==> src/common/ppu_params.svh <==
`ifndef PPU_PARAMS_SVH
`define PPU_PARAMS_SVH

// visible pixels per scanline
`define SCREEN_W 160

// dots per scanline and scanlines per frame
`define DOTS_PER_LINE 456
`define LINES_PER_FRAME 154

// pixel transfer opens after the 80 dots of oam search
`define MODE3_START_DOT 80

// background fifo holds two tile rows
`define FIFO_DEPTH 16

// tile map and tile data bases in video memory
`define MAP_BASE_LO 16'h9800
`define MAP_BASE_HI 16'h9C00
`define TILE_BASE_U 16'h8000
`define TILE_BASE_S 16'h9000

`endif
==> src/common/ppu_pix_pkg.sv <==
`default_nettype none

package ppu_pix_pkg;

  // one background pixel as held in the fifo
  typedef struct packed {
    logic [1:0] color;
    logic       valid;
  } bg_pixel_t;

  // both bit-planes of one tile row, bit 7 is the leftmost pixel
  typedef struct packed {
    logic [7:0] low_byte;
    logic [7:0] high_byte;
  } tile_row_t;

  // background fetcher steps, each read step takes two dots
  typedef enum logic [2:0] {
    get_tile,
    get_low,
    get_high,
    sleep,
    push
  } fetch_state_t;

  // shaded pixel toward the lcd with its screen column
  typedef struct packed {
    logic [1:0] shade;
    logic [7:0] x;
  } lcd_pixel_t;

endpackage

`default_nettype wire

==> src/common/ppu_reg_pkg.sv <==
`default_nettype none

package ppu_reg_pkg;

  // cpu-visible registers the background path reads
  // lcdc bit 3 picks the tile map, bit 4 picks the tile data addressing
  typedef struct packed {
    logic [7:0] lcdc;
    // vertical scroll
    logic [7:0] scy;
    // horizontal scroll, coarse in [7:3], fine in [2:0]
    logic [7:0] scx;
    // four 2-bit shades, colour 0 in [1:0]
    logic [7:0] bgp;
  } ppu_regs_t;

  // beam position inside the frame
  typedef struct packed {
    // dot within the line, 0..455
    logic [8:0] x_clock;
    // current scanline, 0..153
    logic [7:0] ly;
  } line_pos_t;

endpackage

`default_nettype wire

==> src/logic/ppu_bg_top.sv <==
`default_nettype none

module ppu_bg_top (
  input  logic                    clk,
  input  logic                    reset,
  input  ppu_reg_pkg::ppu_regs_t  regs,
  output logic                    vram_read_req,
  output logic [15:0]             vram_addr,
  input  logic [7:0]              vram_rdata,
  output logic                    lcd_valid,
  output ppu_pix_pkg::lcd_pixel_t lcd_px,
  output logic [7:0]              ly,
  output logic                    mode3
);

  ppu_reg_pkg::line_pos_t pos;
  logic                   line_start;
  logic                   line_done;

  // fetcher to fifo
  logic                   row_push;
  ppu_pix_pkg::tile_row_t row;

  // fifo to shifter
  logic                   pop;
  ppu_pix_pkg::bg_pixel_t head;
  logic                   fifo_empty;

  assign ly = pos.ly;

  dot_timer u_dot_timer (
    .clk        (clk),
    .reset      (reset),
    .pos        (pos),
    .line_start (line_start),
    .mode3      (mode3),
    .line_done  (line_done)
  );

  bg_fetcher u_bg_fetcher (
    .clk           (clk),
    .reset         (reset),
    .line_start    (line_start),
    .mode3         (mode3),
    .regs          (regs),
    .ly            (pos.ly),
    .vram_read_req (vram_read_req),
    .vram_addr     (vram_addr),
    .vram_rdata    (vram_rdata),
    .fifo_empty    (fifo_empty),
    .row_push      (row_push),
    .row           (row)
  );

  bg_fifo u_bg_fifo (
    .clk        (clk),
    .reset      (reset),
    .line_start (line_start),
    .row_push   (row_push),
    .pop        (pop),
    .row        (row),
    .head       (head),
    .fifo_empty (fifo_empty)
  );

  pixel_shifter u_pixel_shifter (
    .clk        (clk),
    .reset      (reset),
    .line_start (line_start),
    .mode3      (mode3),
    .regs       (regs),
    .head       (head),
    .fifo_empty (fifo_empty),
    .pop        (pop),
    .lcd_valid  (lcd_valid),
    .lcd_px     (lcd_px),
    .line_done  (line_done)
  );

endmodule

`default_nettype wire

==> src/logic/pixel_shifter.sv <==
`default_nettype none

`include "ppu_params.svh"

module pixel_shifter (
  input  logic                    clk,
  input  logic                    reset,
  input  logic                    line_start,
  input  logic                    mode3,
  input  ppu_reg_pkg::ppu_regs_t  regs,
  input  ppu_pix_pkg::bg_pixel_t  head,
  input  logic                    fifo_empty,
  output logic                    pop,
  output logic                    lcd_valid,
  output ppu_pix_pkg::lcd_pixel_t lcd_px,
  output logic                    line_done
);

  // fine scroll pixels still to throw away
  logic [2:0] discard;
  // screen column of the next pixel out
  logic [7:0] scr_x;
  logic       take;
  logic       line_full;

  // stop popping once 160 pixels went out, mode3 drops a dot later
  assign line_full = (scr_x == 8'(`SCREEN_W));
  assign pop       = mode3 && !fifo_empty && !line_full;
  assign take      = pop && head.valid;

  always_ff @(posedge clk or posedge reset) begin
    if (reset) begin
      discard   <= '0;
      scr_x     <= '0;
      lcd_valid <= 1'b0;
      line_done <= 1'b0;
    end else if (line_start) begin
      // scx is sampled once per line
      discard   <= regs.scx[2:0];
      scr_x     <= '0;
      lcd_valid <= 1'b0;
      line_done <= 1'b0;
    end else begin
      lcd_valid <= 1'b0;
      line_done <= 1'b0;
      if (take) begin
        if (discard != 3'd0) begin
          discard <= discard - 3'd1;
        end else begin
          lcd_valid <= 1'b1;
          scr_x     <= scr_x + 8'd1;
          // comes out together with the 160th pixel
          line_done <= (scr_x == 8'(`SCREEN_W - 1));
        end
      end
    end
  end

  // palette lookup, colour c selects bgp[2c+1:2c]
  always_ff @(posedge clk) begin
    if (take) begin
      lcd_px.shade <= regs.bgp[{head.color, 1'b0} +: 2];
      lcd_px.x     <= scr_x;
    end
  end

endmodule

`default_nettype wire

==> src/logic/bg_fifo.sv <==
`default_nettype none

`include "ppu_params.svh"

module bg_fifo (
  input  logic                   clk,
  input  logic                   reset,
  input  logic                   line_start,
  input  logic                   row_push,
  input  logic                   pop,
  input  ppu_pix_pkg::tile_row_t row,
  output ppu_pix_pkg::bg_pixel_t head,
  output logic                   fifo_empty
);

  localparam int ptr_w  = $clog2(`FIFO_DEPTH);
  localparam int cnt_w  = ptr_w + 1;
  localparam int tile_w = 8;

  ppu_pix_pkg::bg_pixel_t mem [`FIFO_DEPTH];

  logic [ptr_w-1:0] wr_ptr;
  logic [ptr_w-1:0] rd_ptr;
  logic [cnt_w-1:0] count;
  logic             do_push;
  logic             do_pop;

  assign fifo_empty = (count == '0);
  assign do_pop     = pop && !fifo_empty;
  // a whole row must fit
  assign do_push    = row_push && (count <= cnt_w'(`FIFO_DEPTH - tile_w));

  // nothing valid at the head while empty
  assign head = fifo_empty ? '0 : mem[rd_ptr];

  always_ff @(posedge clk or posedge reset) begin
    if (reset) begin
      wr_ptr <= '0;
      rd_ptr <= '0;
      count  <= '0;
    end else if (line_start) begin
      // leftovers of the previous line are dropped
      wr_ptr <= '0;
      rd_ptr <= '0;
      count  <= '0;
    end else begin
      if (do_push) begin
        wr_ptr <= wr_ptr + ptr_w'(tile_w);
      end
      if (do_pop) begin
        rd_ptr <= rd_ptr + ptr_w'(1);
      end
      case ({do_push, do_pop})
        2'b10:   count <= count + cnt_w'(tile_w);
        2'b01:   count <= count - cnt_w'(1);
        2'b11:   count <= count + cnt_w'(tile_w - 1);
        default: count <= count;
      endcase
    end
  end

  // unpack both planes, leftmost pixel (bit 7) goes in first
  always_ff @(posedge clk) begin
    if (do_push) begin
      for (int i = 0; i < tile_w; i++) begin
        mem[wr_ptr + ptr_w'(i)] <= '{color: {row.high_byte[7-i], row.low_byte[7-i]},
                                     valid: 1'b1};
      end
    end
  end

endmodule

`default_nettype wire

==> src/fetcher/bg_fetcher.sv <==
`default_nettype none

`include "ppu_params.svh"

module bg_fetcher (
  input  logic                   clk,
  input  logic                   reset,
  input  logic                   line_start,
  input  logic                   mode3,
  input  ppu_reg_pkg::ppu_regs_t regs,
  input  logic [7:0]             ly,
  output logic                   vram_read_req,
  output logic [15:0]            vram_addr,
  input  logic [7:0]             vram_rdata,
  input  logic                   fifo_empty,
  output logic                   row_push,
  output ppu_pix_pkg::tile_row_t row
);

  ppu_pix_pkg::fetch_state_t state;

  // 0 puts the address out, 1 takes the read data
  logic       phase;
  // tiles fetched so far on this line
  logic [4:0] fetch_x;
  logic [7:0] tile_index;

  // background line after vertical scroll
  logic [7:0]  bg_y;
  // tile map column, wraps at 32
  logic [4:0]  tile_col;
  logic [15:0] map_addr;
  // address of the low plane of the current tile row
  logic [15:0] data_addr;
  logic [15:0] row_offset;

  assign bg_y     = regs.scy + ly;
  assign tile_col = regs.scx[7:3] + fetch_x;

  // 32x32 map, one byte per tile, row from bg_y[7:3]
  assign map_addr = (regs.lcdc[3] ? `MAP_BASE_HI : `MAP_BASE_LO)
                  + {6'd0, bg_y[7:3], tile_col};

  // two bytes per tile row, 16 bytes per tile
  assign row_offset = {12'd0, bg_y[2:0], 1'b0};

  always_comb begin
    if (regs.lcdc[4]) begin
      // unsigned index from 0x8000
      data_addr = `TILE_BASE_U + {4'd0, tile_index, 4'd0} + row_offset;
    end else begin
      // signed index around 0x9000, 128..255 land in 0x8800..0x8FFF
      data_addr = `TILE_BASE_S + {{4{tile_index[7]}}, tile_index, 4'd0} + row_offset;
    end
  end

  // fifo takes the whole row in one dot, only when it is empty
  assign row_push = mode3 && (state == ppu_pix_pkg::push) && fifo_empty;

  always_ff @(posedge clk or posedge reset) begin
    if (reset) begin
      state         <= ppu_pix_pkg::get_tile;
      phase         <= 1'b0;
      fetch_x       <= '0;
      vram_read_req <= 1'b0;
      vram_addr     <= '0;
    end else if (line_start) begin
      // every line starts again at the scrolled left edge
      state         <= ppu_pix_pkg::get_tile;
      phase         <= 1'b0;
      fetch_x       <= '0;
      vram_read_req <= 1'b0;
    end else if (mode3) begin
      case (state)
        ppu_pix_pkg::get_tile: begin
          if (!phase) begin
            vram_addr     <= map_addr;
            vram_read_req <= 1'b1;
            phase         <= 1'b1;
          end else begin
            vram_read_req <= 1'b0;
            phase         <= 1'b0;
            state         <= ppu_pix_pkg::get_low;
          end
        end
        ppu_pix_pkg::get_low: begin
          if (!phase) begin
            vram_addr     <= data_addr;
            vram_read_req <= 1'b1;
            phase         <= 1'b1;
          end else begin
            vram_read_req <= 1'b0;
            phase         <= 1'b0;
            state         <= ppu_pix_pkg::get_high;
          end
        end
        ppu_pix_pkg::get_high: begin
          if (!phase) begin
            // high plane follows the low plane
            vram_addr     <= data_addr + 16'd1;
            vram_read_req <= 1'b1;
            phase         <= 1'b1;
          end else begin
            vram_read_req <= 1'b0;
            phase         <= 1'b0;
            state         <= ppu_pix_pkg::sleep;
          end
        end
        ppu_pix_pkg::sleep: begin
          // two idle dots
          phase <= ~phase;
          if (phase) begin
            state <= ppu_pix_pkg::push;
          end
        end
        ppu_pix_pkg::push: begin
          // stall here until the fifo drains
          if (fifo_empty) begin
            fetch_x <= fetch_x + 5'd1;
            state   <= ppu_pix_pkg::get_tile;
          end
        end
        default: begin
          state <= ppu_pix_pkg::get_tile;
          phase <= 1'b0;
        end
      endcase
    end else begin
      vram_read_req <= 1'b0;
    end
  end

  // read data is valid in the second dot of each read step
  always_ff @(posedge clk) begin
    if (mode3 && phase) begin
      case (state)
        ppu_pix_pkg::get_tile: tile_index    <= vram_rdata;
        ppu_pix_pkg::get_low:  row.low_byte  <= vram_rdata;
        ppu_pix_pkg::get_high: row.high_byte <= vram_rdata;
        default: ;
      endcase
    end
  end

endmodule

`default_nettype wire

==> src/logic/dot_timer.sv <==
`default_nettype none

`include "ppu_params.svh"

module dot_timer (
  input  logic                  clk,
  input  logic                  reset,
  output ppu_reg_pkg::line_pos_t pos,
  output logic                  line_start,
  output logic                  mode3,
  input  logic                  line_done
);

  // lines 144..153 are vertical blank, no pixel transfer there
  localparam logic [7:0] visible_lines = 8'd144;

  logic last_dot;
  logic last_line;

  assign last_dot  = (pos.x_clock == 9'(`DOTS_PER_LINE - 1));
  assign last_line = (pos.ly == 8'(`LINES_PER_FRAME - 1));

  // dot and line counters, both wrap
  always_ff @(posedge clk or posedge reset) begin
    if (reset) begin
      pos.x_clock <= '0;
      pos.ly      <= '0;
    end else if (last_dot) begin
      pos.x_clock <= '0;
      // next line, or back to the top of the frame
      pos.ly      <= last_line ? 8'd0 : pos.ly + 8'd1;
    end else begin
      pos.x_clock <= pos.x_clock + 9'd1;
    end
  end

  // one dot wide, only on visible lines
  assign line_start = (pos.x_clock == 9'(`MODE3_START_DOT)) && (pos.ly < visible_lines);

  // mode 3 opens the dot after line_start
  // and closes the dot after the last pixel leaves the shifter
  always_ff @(posedge clk or posedge reset) begin
    if (reset) begin
      mode3 <= 1'b0;
    end else if (line_done) begin
      mode3 <= 1'b0;
    end else if (line_start) begin
      mode3 <= 1'b1;
    end
  end

endmodule

`default_nettype wire

==> config.mk <==
export PLATFORM = sky130hd
export DESIGN_NAME = ppu_bg_top
export DESIGN_NICKNAME = d
export VERILOG_FILES = /design/src/common/ppu_pix_pkg.sv /design/src/common/ppu_reg_pkg.sv /design/src/logic/ppu_bg_top.sv /design/src/logic/pixel_shifter.sv /design/src/logic/bg_fifo.sv /design/src/fetcher/bg_fetcher.sv /design/src/logic/dot_timer.sv
export VERILOG_INCLUDE_DIRS = /design/src /design/src/common
export SDC_FILE = /design/constraint.sdc
export NUM_CORES = 1
export LEC_CHECK = 0
export BUFFER_PORTS_ARGS = -buffer_cell sky130_fd_sc_hd__buf_2
export CAP_MARGIN = 10
export CORE_ASPECT_RATIO = 1.75
export CORE_MARGIN = 5
export CORE_UTILIZATION = 58
export CTS_CLUSTER_SIZE = 8
export DETAILED_ROUTE_END_ITERATION = 12
export PLACE_DENSITY = 0.81
export REMOVE_ABC_BUFFERS = 1
export SLEW_MARGIN = 10
export SYNTH_ARGS = -nofsm -noshare
export SYNTH_HDL_FRONTEND = slang
export SYNTH_SLANG_ARGS = --single-unit
==> constraint.sdc <==
create_clock -name clk -period 3.8 [get_ports clk]
set_input_delay 0.38 -clock clk [delete_from_list [all_inputs] [get_ports clk]]
set_output_delay 0.38 -clock clk [all_outputs]
set_load 0.01 [all_outputs]
==> results of run 1 <==
[report_power, final]
part            total, W  leakage [nW]  internal, W  switching (W)
logic          0.0000591          1.59    0.0000237      0.0000354
clock network    0.00157         0.271     0.000975       0.000595
registers        0.00149          1.40      0.00149              0
total            0.00312          3.27      0.00249       0.000630
[per-layer routing]
layer  up-vias  track usage
met5         -            0
met1      2152       0.2115
met3        26      0.04150
li1       2084            -
met2       147       0.3867
met4         0      0.07154
[cell families after synthesis]
logic type	Yosys count	synth area share
and+or+nand+nor	163	0.1316
DFF	131	0.5533
AOI/OAI and AO/OA	107	0.1084
buffers and inverters	61	0.04317
xor gates and xnor gates	39	0.05238
adders and majority gates	29	0.05794
muxes	25	0.05257
other	1	0.0005750
[cell type report]
| cell class | instances | area [um^2] |
|---|---|---|
| Tap cell | 132 | 165.2 |
| Fill cell | 808 | 3631 |
| Clock inverter | 14 | 138.9 |
| Inverter | 22 | 82.58 |
| Timing Repair Buffer | 77 | 402.9 |
| Sequential cell | 131 | 3608 |
| Multi-Input combinational cell | 365 | 2635 |
| Clock buffer | 18 | 439.2 |
[Yosys cell counts (all sizes together), types with 9 or more instances]
master  instances  area, um^2
a21o           33       247.7
a21oi          31       158.9
and3            9       56.30
buf            19       123.9
clkbuf         20       75.07
dfrtp          65        1627
edfxtp         66        1982
ha             27       337.8
inv            22       82.58
mux2i          14       140.1
nand2          29       116.4
nand4          12       90.09
nor2           64       256.5
o21ai          19       95.09
xnor2          19       166.4
xor2           20       175.2
[state kept, by name (all words and copies together) (netlist names)]
| register | flops |
|---|---|
| u_pixel_shifter.scr_x | 8 |
| u_pixel_shifter.lcd_valid | 1 |
| u_dot_timer.pos | 17 |
| u_bg_fifo.wr_ptr | 1 |
| u_bg_fetcher.fetch_x | 5 |
| u_bg_fifo.rd_ptr | 4 |
| u_bg_fetcher.vram_read_req | 1 |
| u_bg_fifo.mem | 32 |
| u_bg_fetcher.state | 3 |
| u_pixel_shifter.line_done | 1 |
| u_pixel_shifter.lcd_px | 10 |
| u_bg_fifo.count | 5 |
| u_bg_fetcher.row | 16 |
| u_bg_fetcher.tile_index | 8 |
| u_pixel_shifter.discard | 3 |
| u_bg_fetcher.phase | 1 |
| u_bg_fetcher.vram_addr | 14 |
| u_dot_timer.mode3 | 1 |
[critical path, stage by stage, from the launching register on]
cell and delay [ps]:
sky130_fd_sc_hd__dfrtp_1 380, sky130_fd_sc_hd__inv_1 110, sky130_fd_sc_hd__ha_1 160, sky130_fd_sc_hd__nor4b_4 480, sky130_fd_sc_hd__and4_1 340, sky130_fd_sc_hd__nand2_4 120
sky130_fd_sc_hd__inv_1 90, sky130_fd_sc_hd__ha_1 280, sky130_fd_sc_hd__inv_1 110, sky130_fd_sc_hd__ha_1 320, sky130_fd_sc_hd__xnor2_1 150, sky130_fd_sc_hd__a22oi_1 170
sky130_fd_sc_hd__nor2_1 80, sky130_fd_sc_hd__a311oi_1 270, sky130_fd_sc_hd__nor2_1 70
[worst min-delay path by stage]
stage	startpoint	end	slack [ps]	cells past startpoint
detailed placement	u_pixel_shifter.line_done	u_dot_timer.mode3	400	1
CTS	vram_rdata[2]	u_bg_fetcher.tile_index[2]	160	1
global placement	u_pixel_shifter.line_done	u_dot_timer.mode3	390	1
finish	reset	u_bg_fetcher.fetch_x[2]	160	2
floorplan	u_pixel_shifter.line_done	u_dot_timer.mode3	380	1
global route	vram_rdata[1]	u_bg_fetcher.row[1]	160	1
[through the flow]
step,setup WS [ps],total power [W],hold WS (ps),cells
2_1_floorplan,606.9,0.001542,375.3,518
3_3_place_gp,740.3,0.001571,394.4,727
4_1_cts,514.0,0.003138,157.6,759
3_5_place_dp,592.8,0.001574,399.6,727
5_1_grt,302.9,0.003218,164.4,759
6_report,528.7,0.003115,157.8,759
==> tab_implementation.tex, run 1 <==
\begin{tabular}{lr}
\hline
Metric & Value \\
\hline
\multicolumn{2}{l}{\textbf{Status}} \\
Result of the run & completed \\
\multicolumn{2}{l}{\textbf{Power}} \\
Total power density per cell area & $\sim$420 nW/um\^{}2 \\
Leak & 3.266 nW \\
Maximum resistive drop on vdd & 310.8 uV \\
\multicolumn{2}{l}{\textbf{Timing}} \\
Final hold violation count & 0 \\
Slew Limit Headroom & 0.4158 \\
Number of max-slew violations in the final report & 0 \\
Worst-case clock skew & 9.811 ps \\
Transition at the pin with the smallest max-transition slack & roughly 880 ps \\
Highest Clock Rate & approximately 310 MHz \\
Unrepaired setup endpoints after global routing & no \\
Number of failing setup endpoints in the final timing report & 0 \\
Tcrit/Tclk final & 0.8609 \\
Setup Total Neg Slack & 0 ps \\
Tmin final & about 3300 ps \\
\multicolumn{2}{l}{\textbf{Floorplanning}} \\
Cell row count & 51 \\
Core Area & around 11000 um\^{}2 \\
Total die area & around 14000 um\^{}2 \\
Width of the die & around 90 um \\
Io pins & $\sim$80 \\
Effective utilization at floorplan & 0.5873 \\
Height of the chip & roughly 150 um \\
\multicolumn{2}{l}{\textbf{Critical path}} \\
Worst r2r src & u\_bg\_fifo.count[0] \\
Worst setup path startpoint & u\_bg\_fifo.count[0] \\
CP Data Arrival Time & roughly 3600 ps \\
Endpoint kind of the worst setup timing path & flip-flop \\
Worst reg-to-reg path cell count & 14 \\
CP startpoint kind & flip-flop \\
Worst path required time & a little over 4000 ps \\
WS Path Type & reg2reg \\
Worst reg2reg endpoint & u\_bg\_fifo.count[3] \\
Biggest fanout along the worst timing path & 8 \\
Worst setup path endpoint & u\_bg\_fifo.count[3] \\
Flop2flop setup slack & around 530 ps \\
\multicolumn{2}{l}{\textbf{Cells and area}} \\
Antenna fix cells & 0 \\
Final nets & $\sim$700 \\
Area growth from synthesis to layout & 14.58\% \\
Fraction of the core area covered by cells at the end of the flow & 0.6730 \\
Layout cell share with drive strength beyond 1 & 0.2073 \\
Most frequent cells in the layout & sky130\_fd\_sc\_hd\_\_buf\_2, sky130\_fd\_sc\_hd\_\_edfxtp\_1, sky130\_fd\_sc\_hd\_\_dfrtp\_1, sky130\_fd\_sc\_hd\_\_nor2\_1, sky130\_fd\_sc\_hd\_\_a21o\_1 \\
Leading cell type in the layout, fill and taps excluded & sky130\_fd\_sc\_hd\_\_buf\_2 \\
Summed area of non-filler cells in the final layout & between 7000 and 8000 um\^{}2 \\
\multicolumn{2}{l}{\textbf{Global routing}} \\
First-pass GRT wire length & 21.59 mm \\
Total overflow reported by the global router & 0 \\
Via count of the first global-routing pass & about 4.5k \\
Number of antenna violations at the first check in global routing & 0 \\
Total routing resource utilization after global routing & 0.2002 \\
Maximum number of pins on one net before global-route repair & 42 \\
\multicolumn{2}{l}{\textbf{Clocking}} \\
Clock edge transition at the registers on the reported setup and hold paths & 50 ps \\
TritonCTS buffer count & 17 \\
CTS resizes & 0 \\
Clock sink total & approximately 130 \\
Worst-case clock buffer depth & 2 \\
Post-CTS Setup Repair Bufs & 0 \\
Hold buffer count at cts & 0 \\
Clock root buffer & sky130\_fd\_sc\_hd\_\_clkbuf\_16 \\
Insertion delay to the later sink of the worst-skew pair & $\sim$410 ps \\
CTS tree & built \\
Level count of the clock H-tree & 4 \\
\multicolumn{2}{l}{\textbf{Placed design}} \\
Detailed Place HPWL & between 9 and 10 mm \\
Total cell area at the placement stage & 6894 um\^{}2 \\
Number of input and output port buffers inserted & 70 \\
Placer congestion estimate & roughly 0.86 \\
\multicolumn{2}{l}{\textbf{Synth}} \\
Asr flop ratio synth & 0.4962 \\
Post-synth EDFFs & 66 \\
Synthesis-stage register bit count & between 100 and 150 \\
Post-synthesis cell area & about 6500 um\^{}2 \\
Main flop type after synthesis & sky130\_fd\_sc\_hd\_\_edfxtp\_1 \\
Number of distinct library cell variants in the gate-level netlist after synthesis & 56 \\
Warnings from Yosys & 0 \\
Number of standard cells after synthesis & 556 \\
Post-synthesis sequential area ratio & 0.5533 \\
Avg Inst Size Synth & approximately 12 um\^{}2 \\
\multicolumn{2}{l}{\textbf{Detailed routing}} \\
Top layer used by detailed routing & met4 \\
Sum of routed wire segments on met1 & $\sim$4.8 mm \\
Mean number of vias per cell & approximately 5.8 \\
Count of routing violations after the opening detailed-route iteration & approximately 250 \\
Detailed-routed wire length on met2 & between 7 and 8 mm \\
Avg WL per Cell & about 17 um \\
Total via count after detailed routing & about 4.4k \\
Post-route antenna net violation count & 0 \\
Number of remaining DRC errors & 0 \\
Met3 routed WL & approximately 580 um \\
Post-detailed-routing wire length & around 13 mm \\
DRT Pass-1 Iters & 5 \\
\multicolumn{2}{l}{\textbf{Hold path}} \\
Path type of the worst min-delay path & in2async \\
\multicolumn{2}{l}{\textbf{Job}} \\
Max-capacitance violation count & 0 \\
\hline
\end{tabular}
Note: power is estimated with default switching activity, not from simulation.
==> run 2: changes to the inputs <==
--- a/config.mk
+++ b/config.mk
@@ -14,6 +14,7 @@
 export CTS_CLUSTER_SIZE = 8
 export DETAILED_ROUTE_END_ITERATION = 12
 export PLACE_DENSITY = 0.81
+export RECOVER_POWER = 100
 export REMOVE_ABC_BUFFERS = 1
 export SLEW_MARGIN = 10
 export SYNTH_ARGS = -nofsm -noshare
==> run 2 against run 1 <==
Net effect: critical path depth unchanged; total power about the same; clock power about the same; the run now ends with max-capacitance violations, max-slew violations left; design area down 1.3%; via count down 0.91%.
==> tab_implementation.tex, run 2 (synthesis results as in run 1) <==
\begin{tabular}{lr}
\hline
Metric & Value \\
\hline
\multicolumn{2}{l}{\textbf{Critical path}} \\
Worst setup path startpoint & u\_bg\_fifo.count[0] \\
Worst reg2reg endpoint & u\_bg\_fifo.count[3] \\
Worst setup path endpoint & u\_bg\_fifo.count[3] \\
Endpoint kind of the worst setup timing path & flip-flop \\
Worst path required time & 4020 ps \\
CP Data Arrival Time & 3630 ps \\
Worst r2r src & u\_bg\_fifo.count[0] \\
WS Path Type & reg2reg \\
Flop2flop setup slack & $\sim$390 ps \\
Biggest fanout along the worst timing path & 8 \\
Worst reg-to-reg path cell count & 14 \\
CP startpoint kind & flip-flop \\
\multicolumn{2}{l}{\textbf{Clocking}} \\
CTS resizes & 0 \\
Hold buffer count at cts & 0 \\
Clock root buffer & sky130\_fd\_sc\_hd\_\_clkbuf\_16 \\
Worst-case clock buffer depth & 2 \\
Insertion delay to the later sink of the worst-skew pair & between 400 and 500 ps \\
Clock edge transition at the registers on the reported setup and hold paths & 60 ps \\
Clock sink total & roughly 130 \\
TritonCTS buffer count & 17 \\
CTS tree & built \\
Level count of the clock H-tree & 4 \\
Post-CTS Setup Repair Bufs & 0 \\
\multicolumn{2}{l}{\textbf{Hold path}} \\
Worst hold path stage count & 3 \\
Path type of the worst min-delay path & in2reg \\
\multicolumn{2}{l}{\textbf{Global routing}} \\
Number of antenna violations at the first check in global routing & 0 \\
First-pass GRT wire length & approximately 22 mm \\
Via count of the first global-routing pass & around 4.5k \\
Maximum number of pins on one net before global-route repair & 42 \\
Total overflow reported by the global router & 0 \\
Total routing resource utilization after global routing & 0.2002 \\
\multicolumn{2}{l}{\textbf{Job}} \\
Max-capacitance violation count & 3 \\
\multicolumn{2}{l}{\textbf{Floorplanning}} \\
Effective utilization at floorplan & 0.5873 \\
Total die area & around 14000 um\^{}2 \\
Core Area & roughly 11000 um\^{}2 \\
Width of the die & 90.16 um \\
Io pins & 79 \\
Cell row count & just over 50 \\
Height of the chip & around 150 um \\
\multicolumn{2}{l}{\textbf{Cells and area}} \\
Flip-flop count of the largest register after layout & 32 \\
Fin cells & between 700 and 800 \\
Antenna fix cells & 0 \\
Largest register by flop count & u\_bg\_fifo.mem \\
Final nets & roughly 690 \\
Leading cell type in the layout, fill and taps excluded & sky130\_fd\_sc\_hd\_\_edfxtp\_1 \\
Top flop regs & u\_bg\_fifo.mem: 32 flops, u\_dot\_timer.pos: 17 flops, u\_bg\_fetcher.row: 16 flops \\
Total of fill cells in the finished design & about 850 \\
Summed area of non-filler cells in the final layout & 7378 um\^{}2 \\
Layout cell share with drive strength beyond 1 & 0.1260 \\
Most frequent cells in the layout & sky130\_fd\_sc\_hd\_\_edfxtp\_1, sky130\_fd\_sc\_hd\_\_dfrtp\_1, sky130\_fd\_sc\_hd\_\_nor2\_1, sky130\_fd\_sc\_hd\_\_clkbuf\_1, sky130\_fd\_sc\_hd\_\_a21o\_1 \\
Area growth from synthesis to layout & 13.14\% \\
\multicolumn{2}{l}{\textbf{Timing}} \\
Tcrit/Tclk final & 0.8961 \\
Transition at the pin with the smallest max-transition slack & approximately 1800 ps \\
Worst-case clock skew & 11.72 ps \\
Number of max-slew violations in the final report & 86 \\
Highest Clock Rate & between 200 and 300 MHz \\
Slew Limit Headroom & -0.1795 \\
Tmin final & approximately 3400 ps \\
Final hold violation count & 0 \\
Worst-case setup margin in the final layout & slightly below 400 ps \\
Unrepaired setup endpoints after global routing & no \\
Number of failing setup endpoints in the final timing report & 0 \\
Setup Total Neg Slack & 0 ps \\
\multicolumn{2}{l}{\textbf{Detailed routing}} \\
Total via count after detailed routing & 4369 \\
Count of routing violations after the opening detailed-route iteration & 286 \\
Post-detailed-routing wire length & 13.15 mm \\
DRT Pass-1 Iters & 5 \\
Number of remaining DRC errors & 0 \\
Mean number of vias per cell & approximately 5.8 \\
Post-route antenna net violation count & 0 \\
Avg WL per Cell & around 17 um \\
\multicolumn{2}{l}{\textbf{Placed design}} \\
Placer congestion estimate & 0.8553 \\
Number of input and output port buffers inserted & 70 \\
Detailed Place HPWL & about 9.4 mm \\
Setup slack after placement & between 500 and 600 ps \\
DP Cell Count & slightly above 700 \\
Total cell area at the placement stage & a little under 7000 um\^{}2 \\
\multicolumn{2}{l}{\textbf{Power}} \\
Leak & 3.136 nW \\
Total power density per cell area & 422.3 nW/um\^{}2 \\
Maximum resistive drop on vdd & 309.8 uV \\
\multicolumn{2}{l}{\textbf{Status}} \\
Result of the run & complete, but fails checks \\
Violations in the final reports & max-capacitance violations, max-slew violations \\
\hline
\end{tabular}
-- run 2: cell types whose count changed in the layout (fill, tap and decap cells not counted), sizes merged --
cell    previous run  this run
buf               77        30
clkbuf            18        65
-- run 2: layout make-up --
type                       count  area, um^2  area share
tap                          132       165.2     0.02238
sequential                   131        3608      0.4891
multi-input combinational    365        2610      0.3537
timing repair buffer          77       334.1     0.04528
clock inverter                14       138.9     0.01882
inverter                      22       82.58     0.01119
clock buffer                  18       439.2     0.05952
-- run 2: where the power goes --
group / leakage (nW) / switching, W / internal [W] / total [W]
Combinational: 1.46 / 0.0000354 / 0.0000220 / 0.0000574
Clock: 0.271 / 0.000597 / 0.000976 / 0.00157
Sequential: 1.40 / 0 / 0.00149 / 0.00149
Total: 3.14 / 0.000633 / 0.00248 / 0.00312
-- run 2: worst min path at each step --
stage,from,endpoint,slack [ps]
global route,regs[9],u_pixel_shifter.discard[1],200
detailed placement,u_pixel_shifter.line_done,u_dot_timer.mode3,400
CTS,vram_rdata[2],u_bg_fetcher.tile_index[2],160
global placement,u_pixel_shifter.line_done,u_dot_timer.mode3,390
finish,regs[9],u_pixel_shifter.discard[1],180
floorplan,u_pixel_shifter.line_done,u_dot_timer.mode3,380
-- run 2: per-layer routing --
layer	up-vias	track usage	wire length [um]
met3	19	0.04150	533
li1	2088	-	-
met5	-	0	0
met1	2133	0.2115	4898
met4	0	0.07154	240
met2	129	0.3867	7473
-- run 2: worst max-delay path, stage by stage, from the launching register on --
cell	delay [ps]
sky130_fd_sc_hd__dfrtp_1	380
sky130_fd_sc_hd__inv_1	110
sky130_fd_sc_hd__ha_1	160
sky130_fd_sc_hd__nor4b_4	420
sky130_fd_sc_hd__and4_1	280
sky130_fd_sc_hd__nand2_1	250
sky130_fd_sc_hd__inv_1	140
sky130_fd_sc_hd__ha_1	290
sky130_fd_sc_hd__inv_1	110
sky130_fd_sc_hd__ha_1	320
sky130_fd_sc_hd__xnor2_1	150
sky130_fd_sc_hd__a22oi_1	170
sky130_fd_sc_hd__nor2_1	80
sky130_fd_sc_hd__a311oi_1	290
sky130_fd_sc_hd__nor2_1	70
-- run 2: metrics by stage --
step	util	hold WS (ps)	power [W]
6_report	0.6645	183.6	0.003116
5_1_grt	0.6645	204.6	0.003216
3_3_place_gp	0.6209	394.4	0.001571
4_1_cts	0.6730	157.6	0.003138
3_5_place_dp	0.6209	399.6	0.001574
2_1_floorplan	-	375.3	0.001542
